### src/logic/traffic_pkg.sv
package traffic_pkg;

	// phase timer width, big enough for the longest interval
	localparam int timer_w = 6;

	typedef logic [timer_w-1:0] timer_t;

	// one value per signal phase of the intersection
	typedef enum logic [3:0] {
		ph_ew_green,
		ph_ew_walk,
		ph_ew_flash,
		ph_ew_clear,
		ph_ew_amber,
		ph_red_a,
		ph_sb_left,
		ph_ns_green,
		ph_ns_walk,
		ph_ns_flash,
		ph_ns_clear,
		ph_ns_amber,
		ph_red_b
	} phase_t;

	// interval lengths in clock cycles
	localparam timer_t green_time   = timer_t'(60);
	localparam timer_t walk_time    = timer_t'(10);
	localparam timer_t flash_time   = timer_t'(20);
	localparam timer_t clear_time   = timer_t'(30);
	localparam timer_t amber_time   = timer_t'(6);
	localparam timer_t all_red_time = timer_t'(2);
	localparam timer_t left_time    = timer_t'(20);

	// controller wakes up in east-west green
	localparam phase_t reset_phase = ph_ew_green;

	// walk + flash + clear adds up to one plain green
	function automatic timer_t phase_duration(input phase_t p);
		timer_t d;
		case (p)
			ph_ew_green, ph_ns_green: d = green_time;
			ph_ew_walk, ph_ns_walk:   d = walk_time;
			ph_ew_flash, ph_ns_flash: d = flash_time;
			ph_ew_clear, ph_ns_clear: d = clear_time;
			ph_ew_amber, ph_ns_amber: d = amber_time;
			ph_red_a, ph_red_b:       d = all_red_time;
			ph_sb_left:               d = left_time;
			// unreachable codes get the shortest safe interval
			default:                  d = all_red_time;
		endcase
		return d;
	endfunction

endpackage

### src/logic/request_latch.sv
module request_latch (
	input  logic clk,
	input  logic reset,
	input  logic walk_request,
	input  logic southbound_left_request,
	input  logic walk_served,
	input  logic left_served,
	output logic walk_waiting,
	output logic left_waiting
);

	// pedestrian push button, sticky until a walk phase is entered
	always_ff @(posedge clk or posedge reset) begin
		if (reset) begin
			walk_waiting <= 1'b0;
		end else if (walk_served) begin
			// serving wins over a press in the same cycle
			walk_waiting <= 1'b0;
		end else if (walk_request) begin
			walk_waiting <= 1'b1;
		end
	end

	// southbound left detector, sticky until the left phase is entered
	always_ff @(posedge clk or posedge reset) begin
		if (reset) begin
			left_waiting <= 1'b0;
		end else if (left_served) begin
			left_waiting <= 1'b0;
		end else if (southbound_left_request) begin
			left_waiting <= 1'b1;
		end
	end

	// sequencer only branches into a serving phase on a pending request
	a_walk_served_pending: assert property (
		@(posedge clk) disable iff (reset) walk_served |-> walk_waiting
	);

	a_left_served_pending: assert property (
		@(posedge clk) disable iff (reset) left_served |-> left_waiting
	);

endmodule

### src/logic/phase_timer.sv
module phase_timer (
	input  logic                clk,
	input  logic                reset,
	input  logic                phase_load,
	input  traffic_pkg::phase_t next_phase,
	output logic                expired
);
	import traffic_pkg::*;

	timer_t count;

	// count runs duration..1, so a phase lasts exactly its duration
	always_ff @(posedge clk or posedge reset) begin
		if (reset) begin
			// reset phase is timed like any other
			count <= phase_duration(reset_phase);
		end else if (phase_load) begin
			count <= phase_duration(next_phase);
		end else if (count != timer_t'(1)) begin
			count <= count - timer_t'(1);
		end
		// parked at 1 while the sequencer holds the phase
	end

	// last cycle of the phase, or any cycle of an emergency hold
	assign expired = (count == timer_t'(1));

	// a zero count would mean a missed expiry and a stuck phase
	a_count_nonzero: assert property (
		@(posedge clk) disable iff (reset) count != '0
	);

endmodule

### src/logic/phase_sequencer.sv
module phase_sequencer (
	input  logic                clk,
	input  logic                reset,
	input  logic                expired,
	input  logic                walk_waiting,
	input  logic                left_waiting,
	input  logic                evm_request,
	output traffic_pkg::phase_t phase,
	output traffic_pkg::phase_t next_phase,
	output logic                phase_load,
	output logic                walk_served,
	output logic                left_served
);
	import traffic_pkg::*;

	logic evm_hold;

	// successor of the current phase, only taken on phase_load
	always_comb begin
		case (phase)
			// east-west through movement
			ph_ew_green: next_phase = ph_ew_amber;
			ph_ew_walk:  next_phase = ph_ew_flash;
			ph_ew_flash: next_phase = ph_ew_clear;
			ph_ew_clear: next_phase = ph_ew_amber;
			ph_ew_amber: next_phase = ph_red_a;
			// all red, then left turn has priority over the walk
			ph_red_a: begin
				if (left_waiting) begin
					next_phase = ph_sb_left;
				end else if (walk_waiting) begin
					next_phase = ph_ns_walk;
				end else begin
					next_phase = ph_ns_green;
				end
			end
			ph_sb_left: begin
				if (walk_waiting) begin
					next_phase = ph_ns_walk;
				end else begin
					next_phase = ph_ns_green;
				end
			end
			// north-south through movement
			ph_ns_green: next_phase = ph_ns_amber;
			ph_ns_walk:  next_phase = ph_ns_flash;
			ph_ns_flash: next_phase = ph_ns_clear;
			ph_ns_clear: next_phase = ph_ns_amber;
			ph_ns_amber: next_phase = ph_red_b;
			// back to east-west, with walk if a pedestrian is waiting
			ph_red_b: begin
				if (walk_waiting) begin
					next_phase = ph_ew_walk;
				end else begin
					next_phase = ph_ew_green;
				end
			end
			default: next_phase = reset_phase;
		endcase
	end

	// emergency vehicle keeps east-west moving in green or clear
	assign evm_hold = evm_request && (phase == ph_ew_green || phase == ph_ew_clear);

	// leave the phase on expiry unless held
	assign phase_load = expired && !evm_hold;

	// served pulses line up with the edge that enters the serving phase
	assign walk_served = phase_load &&
		(next_phase == ph_ew_walk || next_phase == ph_ns_walk);
	assign left_served = phase_load && (next_phase == ph_sb_left);

	// single phase register instead of one-hot flops
	always_ff @(posedge clk or posedge reset) begin
		if (reset) begin
			phase <= reset_phase;
		end else if (phase_load) begin
			phase <= next_phase;
		end
	end

	// a phase never ends before the timer says so
	a_load_on_expiry: assert property (
		@(posedge clk) disable iff (reset) phase_load |-> expired
	);

	// held green stays green for the next cycle too
	a_evm_holds_green: assert property (
		@(posedge clk) disable iff (reset)
		(phase == ph_ew_green && evm_request) |=> phase == ph_ew_green
	);

	// same for the clear interval after an east-west walk
	a_evm_holds_clear: assert property (
		@(posedge clk) disable iff (reset)
		(phase == ph_ew_clear && evm_request) |=> phase == ph_ew_clear
	);

endmodule

### src/logic/signal_heads.sv
module signal_heads (
	input  traffic_pkg::phase_t phase,
	output logic northbound_green,
	output logic northbound_amber,
	output logic northbound_red,
	output logic northbound_walk,
	output logic northbound_flashing_dont_walk,
	output logic northbound_dont_walk,
	output logic southbound_green,
	output logic southbound_amber,
	output logic southbound_red,
	output logic southbound_left,
	output logic southbound_walk,
	output logic southbound_flashing_dont_walk,
	output logic southbound_dont_walk,
	output logic eastbound_green,
	output logic eastbound_amber,
	output logic eastbound_red,
	output logic eastbound_walk,
	output logic eastbound_flashing_dont_walk,
	output logic eastbound_dont_walk,
	output logic westbound_green,
	output logic westbound_amber,
	output logic westbound_red,
	output logic westbound_walk,
	output logic westbound_flashing_dont_walk,
	output logic westbound_dont_walk
);
	import traffic_pkg::*;

	logic ew_grn, ew_amb, ew_walk, ew_flash;
	logic ns_grn, ns_amb, ns_walk, ns_flash;
	logic sb_lft;

	// which phases light each lamp group
	always_comb begin
		ew_grn   = (phase == ph_ew_green) || (phase == ph_ew_walk) ||
			(phase == ph_ew_flash) || (phase == ph_ew_clear);
		ew_amb   = (phase == ph_ew_amber);
		ew_walk  = (phase == ph_ew_walk);
		ew_flash = (phase == ph_ew_flash);
		ns_grn   = (phase == ph_ns_green) || (phase == ph_ns_walk) ||
			(phase == ph_ns_flash) || (phase == ph_ns_clear);
		ns_amb   = (phase == ph_ns_amber);
		ns_walk  = (phase == ph_ns_walk);
		ns_flash = (phase == ph_ns_flash);
		sb_lft   = (phase == ph_sb_left);
	end

	// east and west heads always show the same aspect
	assign eastbound_green = ew_grn;
	assign eastbound_amber = ew_amb;
	assign eastbound_red   = !(ew_grn || ew_amb);
	assign westbound_green = ew_grn;
	assign westbound_amber = ew_amb;
	assign westbound_red   = !(ew_grn || ew_amb);

	// northbound stays red through the protected left
	assign northbound_green = ns_grn;
	assign northbound_amber = ns_amb;
	assign northbound_red   = !(ns_grn || ns_amb);

	// southbound shows the left arrow instead of red
	assign southbound_green = ns_grn;
	assign southbound_amber = ns_amb;
	assign southbound_red   = !(ns_grn || ns_amb || sb_lft);
	assign southbound_left  = sb_lft;

	// pedestrians crossing alongside east-west traffic
	assign eastbound_walk                = ew_walk;
	assign eastbound_flashing_dont_walk  = ew_flash;
	assign eastbound_dont_walk           = !(ew_walk || ew_flash);
	assign westbound_walk                = ew_walk;
	assign westbound_flashing_dont_walk  = ew_flash;
	assign westbound_dont_walk           = !(ew_walk || ew_flash);

	// pedestrians crossing alongside north-south traffic
	assign northbound_walk               = ns_walk;
	assign northbound_flashing_dont_walk = ns_flash;
	assign northbound_dont_walk          = !(ns_walk || ns_flash);
	assign southbound_walk               = ns_walk;
	assign southbound_flashing_dont_walk = ns_flash;
	assign southbound_dont_walk          = !(ns_walk || ns_flash);

	// conflicting greens must never show together
	always_comb begin
		a_no_conflict: assert final (
			!((eastbound_green || westbound_green) &&
			(northbound_green || southbound_green || southbound_left))
		);
	end

endmodule

### src/logic/traffic_controller.sv
module traffic_controller (
	input  logic clk,
	input  logic reset,
	input  logic walk_request,
	input  logic southbound_left_request,
	input  logic evm_request,
	output logic northbound_green,
	output logic northbound_amber,
	output logic northbound_red,
	output logic northbound_walk,
	output logic northbound_flashing_dont_walk,
	output logic northbound_dont_walk,
	output logic southbound_green,
	output logic southbound_amber,
	output logic southbound_red,
	output logic southbound_left,
	output logic southbound_walk,
	output logic southbound_flashing_dont_walk,
	output logic southbound_dont_walk,
	output logic eastbound_green,
	output logic eastbound_amber,
	output logic eastbound_red,
	output logic eastbound_walk,
	output logic eastbound_flashing_dont_walk,
	output logic eastbound_dont_walk,
	output logic westbound_green,
	output logic westbound_amber,
	output logic westbound_red,
	output logic westbound_walk,
	output logic westbound_flashing_dont_walk,
	output logic westbound_dont_walk
);
	import traffic_pkg::*;

	// request handshake between latch and sequencer
	logic walk_waiting, left_waiting;
	logic walk_served, left_served;
	// sequencer and timer loop
	phase_t phase, next_phase;
	logic phase_load, expired;

	request_latch u_request_latch (
		.clk                     (clk),
		.reset                   (reset),
		.walk_request            (walk_request),
		.southbound_left_request (southbound_left_request),
		.walk_served             (walk_served),
		.left_served             (left_served),
		.walk_waiting            (walk_waiting),
		.left_waiting            (left_waiting)
	);

	phase_timer u_phase_timer (
		.clk        (clk),
		.reset      (reset),
		.phase_load (phase_load),
		.next_phase (next_phase),
		.expired    (expired)
	);

	phase_sequencer u_phase_sequencer (
		.clk          (clk),
		.reset        (reset),
		.expired      (expired),
		.walk_waiting (walk_waiting),
		.left_waiting (left_waiting),
		.evm_request  (evm_request),
		.phase        (phase),
		.next_phase   (next_phase),
		.phase_load   (phase_load),
		.walk_served  (walk_served),
		.left_served  (left_served)
	);

	// lamps decode straight from the phase register
	signal_heads u_signal_heads (
		.phase                         (phase),
		.northbound_green              (northbound_green),
		.northbound_amber              (northbound_amber),
		.northbound_red                (northbound_red),
		.northbound_walk               (northbound_walk),
		.northbound_flashing_dont_walk (northbound_flashing_dont_walk),
		.northbound_dont_walk          (northbound_dont_walk),
		.southbound_green              (southbound_green),
		.southbound_amber              (southbound_amber),
		.southbound_red                (southbound_red),
		.southbound_left               (southbound_left),
		.southbound_walk               (southbound_walk),
		.southbound_flashing_dont_walk (southbound_flashing_dont_walk),
		.southbound_dont_walk          (southbound_dont_walk),
		.eastbound_green               (eastbound_green),
		.eastbound_amber               (eastbound_amber),
		.eastbound_red                 (eastbound_red),
		.eastbound_walk                (eastbound_walk),
		.eastbound_flashing_dont_walk  (eastbound_flashing_dont_walk),
		.eastbound_dont_walk           (eastbound_dont_walk),
		.westbound_green               (westbound_green),
		.westbound_amber               (westbound_amber),
		.westbound_red                 (westbound_red),
		.westbound_walk                (westbound_walk),
		.westbound_flashing_dont_walk  (westbound_flashing_dont_walk),
		.westbound_dont_walk           (westbound_dont_walk)
	);

endmodule

### config.mk
export PLATFORM = sky130hd
export DESIGN_NAME = traffic_controller
export DESIGN_NICKNAME = d
export VERILOG_FILES = /design/src/logic/traffic_pkg.sv /design/src/logic/request_latch.sv /design/src/logic/phase_timer.sv /design/src/logic/phase_sequencer.sv /design/src/logic/signal_heads.sv /design/src/logic/traffic_controller.sv
export SDC_FILE = /design/constraint.sdc
export NUM_CORES = 1
export LEC_CHECK = 0
export ABC_AREA = 1
export ABC_CLOCK_PERIOD_IN_PS = 2500
export BUFFER_PORTS_ARGS = -buffer_cell sky130_fd_sc_hd__clkbuf_2
export CORE_AREA = 2 2 52 54
export CTS_CLUSTER_SIZE = 25
export DETAILED_ROUTE_END_ITERATION = 10
export DIE_AREA = 0 0 54 56
export GPL_TIMING_DRIVEN = 0
export PLACE_DENSITY = 0.76
export SLEW_MARGIN = 20
export SYNTH_ARGS = -nofsm -noshare
export SYNTH_HDL_FRONTEND = slang
export SYNTH_SLANG_ARGS = --single-unit
### constraint.sdc
create_clock -name clk -period 2.5 [get_ports clk]
set_clock_uncertainty 0.1 [all_clocks]
set_input_delay 0.25 -clock clk [delete_from_list [all_inputs] [get_ports clk]]
set_output_delay 0.25 -clock clk [all_outputs]
set_load 0.01 [all_outputs]
### Word level (Yosys, flattened, before mapping)

Memories as Yosys holds them, arrays and structs flattened.
Cells that the tools add are included.

| operators by class | value |
|---|---|
| add/sub/neg operators | 1 |
| multiply operators | 0 |
| divide/modulo/power cells | 0 |
| order comparisons | 0 |
| eq/ne operators | 17 |
| shifts and indexed selects | 0 |
| mux-type cells | 10 |
| bitwise logic cells | 0 |
| reduce and logical (&&, ||, !) cells | 29 |

Operator list:

| kind | number |
|---|---|
| $pmux W4 S11 | 1 |
| $eq A4 B4 Y1 const B | 6 |
| $eq A4 B3 Y1 const B | 5 |
| $logic_or A1 B1 Y1 | 13 |
| $mux W6 | 2 |
| $eq A4 B1 Y1 const B | 2 |
| $eq A4 B2 Y1 const B | 2 |
| $mux W4 | 2 |
| $eq A6 B1 Y1 const B | 1 |
| $logic_not A1 Y1 | 6 |
| $ne A6 B1 Y1 const B | 1 |
| $reduce_bool A2 Y1 | 3 |
| $sub A6 B1 Y6 const B | 1 |
| $mux W1 | 5 |
| $logic_and A1 B1 Y1 | 4 |
| $logic_not A4 Y1 | 1 |
| $reduce_or A2 Y1 | 2 |

| storage, ports and cells | value |
|---|---|
| register bits | 12 |
| latch bits | 0 |
| bits in writable memories | 0 |
| bits in read-only memories | 80 |
| logic and storage cells | 62 |
| memories | 1 |

Memories:

| memory | words | width | rd ports | clocked after Yosys merged registers in | write ports | line | RTL |
|---|---|---|---|---|---|---|---|
| (name not given) | 16 | 5 | 1 | 0 | 0 | traffic_pkg.sv:40 | `case (p)` |

### Logic depth before layout (Yosys ltp)

| depth | value |
|---|---|
| depth in word-level cells | 7 |
| depth in mapped cells | 14 |
| gate-level depth less buffers | 14 |

### Modules after synthesis

A second synthesis with hierarchy kept.

| second synthesis, totals | value |
|---|---|
| cells, all modules | 204 |
| area, all modules | 1,328.8 µm² |

Modules (own cells, without submodules):

| module | times used | cells an instance | area an instance (µm²) | seq. area each (µm²) |
|---|---|---|---|---|
| phase_timer | 1 | 78 | 570.5 | 155.1 |
| phase_sequencer | 1 | 76 | 483.0 | 100.1 |
| signal_heads | 1 | 43 | 206.4 | 0.0 |
| request_latch | 1 | 7 | 68.8 | 50.0 |

### Least setup slack after synthesis

No wires, ideal clock.

| timing path | value |
|---|---|
| path type | register to register |
| start | register u_phase_sequencer.phase[3] |
| end | register u_phase_timer.count[4] |
| library setup time | 58 ps |
| data arrival time | 1,715 ps |
| required time | 2,342 ps |
| slack | 627 ps |
| stages on the path, launching flop included | 13 |
| path buffers | 1 |
| period minus slack after synthesis | 1,873 ps |
| cell sequence | dfrtp_1 > buf_6 > nor2_4 > nand2_1 > nand2_1 > nor2_1 > nand2_1 > inv_1 > ha_1 > nand3b_1 > nand3_1 > nand2_1 > inv_1 |

| between the ends | value |
|---|---|
| elaborated cells on any way between the ends | 23 |

RTL lines:

| item | line | RTL |
|---|---|---|
| start, declared | phase_sequencer.sv:8 | `output traffic_pkg::phase_t phase,` |
| start signal, assigned | phase_sequencer.sv:76 | `phase <= reset_phase;` |
| start signal, assigned | phase_sequencer.sv:78 | `phase <= next_phase;` |
| $eq A4 B3 Y1, or another cell as far along | phase_sequencer.sv:20 | `case (phase)` |
| $reduce_or A2 Y1 (no line) | - |  |
| $pmux W4 S11 * | phase_sequencer.sv:20 |  |
| net next_phase[1] | traffic_controller.sv:39 | `phase_t phase, next_phase;` |
| $mem_v2 Z16 W5 * | - |  |
| $mux W6 * | phase_timer.sv:17 | `end else if (phase_load) begin` |
| end signal, assigned | phase_timer.sv:16 | `count <= phase_duration(reset_phase);` |
| end signal, assigned | phase_timer.sv:18 | `count <= phase_duration(next_phase);` |
| end signal, assigned | phase_timer.sv:20 | `count <= count - timer_t'(1);` |
| end, declared | phase_timer.sv:10 | `timer_t count;` |

Mark *: on every way through the listed nets, which the timed path passes. The rest lies on a longest branch.
A chain may end at the register's enable or synchronous reset.

### Worst setup path after layout

| timing path | value |
|---|---|
| start | register u_phase_sequencer.phase[0] |
| end | register u_phase_timer.count[4] |

Same word-level chain as after synthesis.

==> tab_implementation.tex <==
\begin{tabular}{lr}
\hline
Metric & Value \\
\hline
\multicolumn{2}{l}{\textbf{Route}} \\
Count of nets left with antenna violations after detail routing & 0 \\
WL per Instance & 10.12 microns \\
Vias per inst & 4.764 \\
Total via count in the routed design & 1172 \\
Number of remaining DRC errors & 0 \\
Number of optimization iterations in the first detailed-route pass & 4 \\
DRC marker count from the first detailed-route iteration & 20 \\
Total length of routed wires & 2.490 mm \\
\multicolumn{2}{l}{\textbf{Clock tree}} \\
Cell at the root of the clock tree & sky130\_fd\_sc\_hd\_\_clkbuf\_4 \\
CTS sink cnt & 12 \\
Clock tree from TritonCTS & yes \\
CTS resizes & 0 \\
Buffer levels on the longest clock path & 2 \\
CTS buffer count & 3 \\
H-tree levels & 1 \\
Clock-pin slew on the worst setup and hold paths & 0.08 ns \\
Clock latency on the worst-skew pair & 0.28 ns \\
\multicolumn{2}{l}{\textbf{STA}} \\
Fin Setup TNS & 0 ns \\
Slew at the pin with the worst max-slew slack & 0.4609 ns \\
Finish-stage setup viols & 0 \\
Worst hold-check slack & 0.1067 ns \\
Final number of max-transition violations & 0 \\
Final hold vios & 0 \\
Portion of the clock cycle consumed by the worst path in the final layout & 83.77\% \\
Setup repair after global routing missed its margin & no \\
Timing-limited maximum frequency & 0.4775 GHz \\
Post-layout minimum cycle time & 2.094 ns \\
Relative slew margins & 69.24\% \\
\multicolumn{2}{l}{\textbf{GRT}} \\
First-pass GRT wire length & 4.305 mm \\
Combined global-route utilization of all metal layers & 18.72\% \\
Aggregate global routing overflow & 0 \\
Maximum number of pins on one net before global-route repair & 13 \\
Antenna violations before repair & 0 \\
Via count of the first global-routing pass & 968 \\
\multicolumn{2}{l}{\textbf{Worst setup path}} \\
Endpoint of the worst register-to-register path & u\_phase\_timer.count[4] \\
Path depth of the worst reg2reg path & 12 \\
Kind of capture point of the worst setup path & register \\
Crit Path Class & reg2reg \\
Worst setup path startpoint & u\_phase\_sequencer.phase[0] \\
RR Startpoint & u\_phase\_sequencer.phase[0] \\
Crit start category & register \\
Critical path peak fanout & 5 \\
CP arrival & 2.23 ns \\
Worst reg-to-reg setup slack & 0.41 ns \\
Worst setup path endpoint & u\_phase\_timer.count[4] \\
Data required time of the critical path & 2.63 ns \\
\multicolumn{2}{l}{\textbf{Cells and area}} \\
Layout filler cell count & 261 \\
Share of post-route cells with drive strength above 1 & 32.41\% \\
Total number of nets in the final design & 229 \\
Layout area overhead & 18.65\% \\
Most frequent standard cell in the layout excluding fill and tap cells & sky130\_fd\_sc\_hd\_\_nand2\_1 \\
Total inserted antenna cells & 0 \\
Most frequent cells in the layout & 41 x sky130\_fd\_sc\_hd\_\_nand2\_1, 30 x sky130\_fd\_sc\_hd\_\_nor2\_1, 29 x sky130\_fd\_sc\_hd\_\_clkbuf\_2, 26 x sky130\_fd\_sc\_hd\_\_inv\_1, 12 x sky130\_fd\_sc\_hd\_\_buf\_4 \\
\multicolumn{2}{l}{\textbf{Outcome}} \\
Result of the run & complete, no violations \\
\multicolumn{2}{l}{\textbf{Synthesis}} \\
Count of unique library cells instantiated by Yosys & 30 \\
Number of enable flip-flop cells after synthesis & 0 \\
Sequential element share of the synthesized area & 24.87\% \\
Average cell area after synthesis & 6.744 sq um \\
Top\_reg\_cell synth & sky130\_fd\_sc\_hd\_\_dfrtp\_1 \\
Post-synthesis net count & 194 \\
Async set or reset register ratio after synthesis & 100.0\% \\
Count of synthesis-stage warnings from yosys & 0 \\
Total standard cell area after synthesis & 1227 sq um \\
Seq cells post-synth & 12 \\
Post-Synthesis Cells & 182 \\
\multicolumn{2}{l}{\textbf{Floorplanning}} \\
Number of core rows & 18 \\
Core footprint & 2432 sq um \\
Height of the die & 56 microns \\
Area enclosed by the die boundary & 3024 sq um \\
Effective utilization at floorplan & 50.46\% \\
Die extent in x & 54 microns \\
Number of ports placed on the die boundary & 30 \\
\multicolumn{2}{l}{\textbf{Placed design}} \\
Post-detail-place hpwl & 2.035 mm \\
Routability congestion estimate from global placement & 0.8455 \\
I/O Buffers & 29 \\
\multicolumn{2}{l}{\textbf{Power and ir drop}} \\
Max VDD drop & 0.0002863 V \\
P\_leak & 0.8555 nW \\
Power density relative to cell area & 248.5 nW/um\^{}2 \\
\multicolumn{2}{l}{\textbf{Min path}} \\
Type of the tightest min-delay check & in2reg \\
\multicolumn{2}{l}{\textbf{Flow run}} \\
Total of max-cap violations & 0 \\
\hline
\end{tabular}
## cells in the mapped netlist, types with 2 or more instances
| library cell | n | area, sq um |
|---|---|---|
| sky130_fd_sc_hd__inv_2 | 3 | 11.26 |
| sky130_fd_sc_hd__nand2_1 | 41 | 153.9 |
| sky130_fd_sc_hd__o21ai_0 | 6 | 30.03 |
| sky130_fd_sc_hd__nand3_2 | 3 | 30.03 |
| sky130_fd_sc_hd__ha_1 | 7 | 87.58 |
| sky130_fd_sc_hd__buf_4 | 12 | 90.09 |
| sky130_fd_sc_hd__nand3_1 | 8 | 40.04 |
| sky130_fd_sc_hd__nor3_1 | 4 | 20.02 |
| sky130_fd_sc_hd__a31oi_1 | 2 | 12.51 |
| sky130_fd_sc_hd__nor2_1 | 30 | 112.6 |
| sky130_fd_sc_hd__xor2_1 | 2 | 17.52 |
| sky130_fd_sc_hd__nand2_2 | 3 | 18.77 |
| sky130_fd_sc_hd__nor2_4 | 5 | 56.30 |
| sky130_fd_sc_hd__o22ai_1 | 2 | 12.51 |
| sky130_fd_sc_hd__dfstp_2 | 4 | 105.1 |
| sky130_fd_sc_hd__a21oi_1 | 4 | 20.02 |
| sky130_fd_sc_hd__inv_1 | 26 | 97.59 |
| sky130_fd_sc_hd__dfrtp_1 | 8 | 200.2 |
## sequential cells by signal (all words and copies together), names as in the netlist
signal	flops
u_phase_timer.count	6
u_phase_sequencer.phase	4
u_request_latch.left_waiting	1
u_request_latch.walk_waiting	1
## worst max-delay path, cell delays in order (launching register included)
cell and delay [ns]:
sky130_fd_sc_hd__dfrtp_1 0.40, sky130_fd_sc_hd__inv_1 0.11, sky130_fd_sc_hd__nor2_1 0.24, sky130_fd_sc_hd__nand3_1 0.11
sky130_fd_sc_hd__nand2_1 0.15, sky130_fd_sc_hd__inv_1 0.05, sky130_fd_sc_hd__nand2_1 0.15, sky130_fd_sc_hd__inv_1 0.10
sky130_fd_sc_hd__ha_1 0.29, sky130_fd_sc_hd__nand3b_1 0.16, sky130_fd_sc_hd__nand3_1 0.09, sky130_fd_sc_hd__nand2_1 0.05
sky130_fd_sc_hd__inv_1 0.05
## metal layers
metal / GRT usage [%] / wire length [microns] / vias to the layer above
li1: - / - / 620
met1: 27.12 / 1257 / 531
met2: 28.05 / 1126 / 17
met3: 2.419 / 71 / 4
met4: 6.429 / 34 / 0
met5: 0 / 0 / -
## per-stage QoR
step	instance area, sq um	util, %	power [mW]	worst slack, ns	instances
after CTS	1456	59.88	0.3698	0.4041	246
after global placement	1410	57.97	0.2066	0.4283	241
after detailed placement	1410	57.97	0.2069	0.4277	241
after global routing	1456	59.88	0.3796	0.1355	246
after floorplan	1227	-	0.2024	0.6265	182
final	1456	59.88	0.3620	0.4057	246
## layout make-up
class,count,area [sq um],share of cell area (%)
multi-input combinational,127,705.7,48.45
sequential,12,305.3,20.96
timing repair buffer,30,155.1,10.65
inverter,30,115.1,7.904
buffer,13,101.3,6.959
tap,30,37.54,2.577
clock buffer,4,36.28,2.491
## how the worst min path moves through the flow
stage	end	depth (start not counted)	slack (ns)	from
after floorplan	u_phase_sequencer.phase[0]	1	0.01	reset
after global placement	u_phase_timer.count[0]	2	0.16	reset
after detailed placement	u_phase_timer.count[0]	2	0.17	reset
after CTS	u_request_latch.walk_waiting	3	0.10	walk_request
after global routing	u_request_latch.left_waiting	3	0.12	southbound_left_request
final	u_request_latch.walk_waiting	3	0.11	walk_request
## what timing repair did
item	4_1_cts	5_1_grt
endpoints found under the setup margin	0	0
endpoints found under the hold margin	8	0
hold buffers	1	0
buffers inserted	0	0
## where the power goes
group	total, mW	leakage (nW)	internal, mW	switching [mW]
combinational	0.00963	0.701	0.00372	0.00591
sequential	0.194	0.134	0.194	0.0000395
clock	0.158	0.0210	0.0886	0.0693
## cells by family (layout without fill, tap and decap cells)
family                     after synthesis  in the layout  synth area share [%]
AOI/OAI and AO/OA                       17             17                 8.563
buffers and inverters                   43             77                 17.64
xor gates and xnor gates                 3              3                 2.141
DFF                                     12             12                 24.87
and+or+nand+nor                        100            100                 39.66
adders and majority gates                7              7                 7.135
Note: power is estimated with default switching activity, not from simulation.
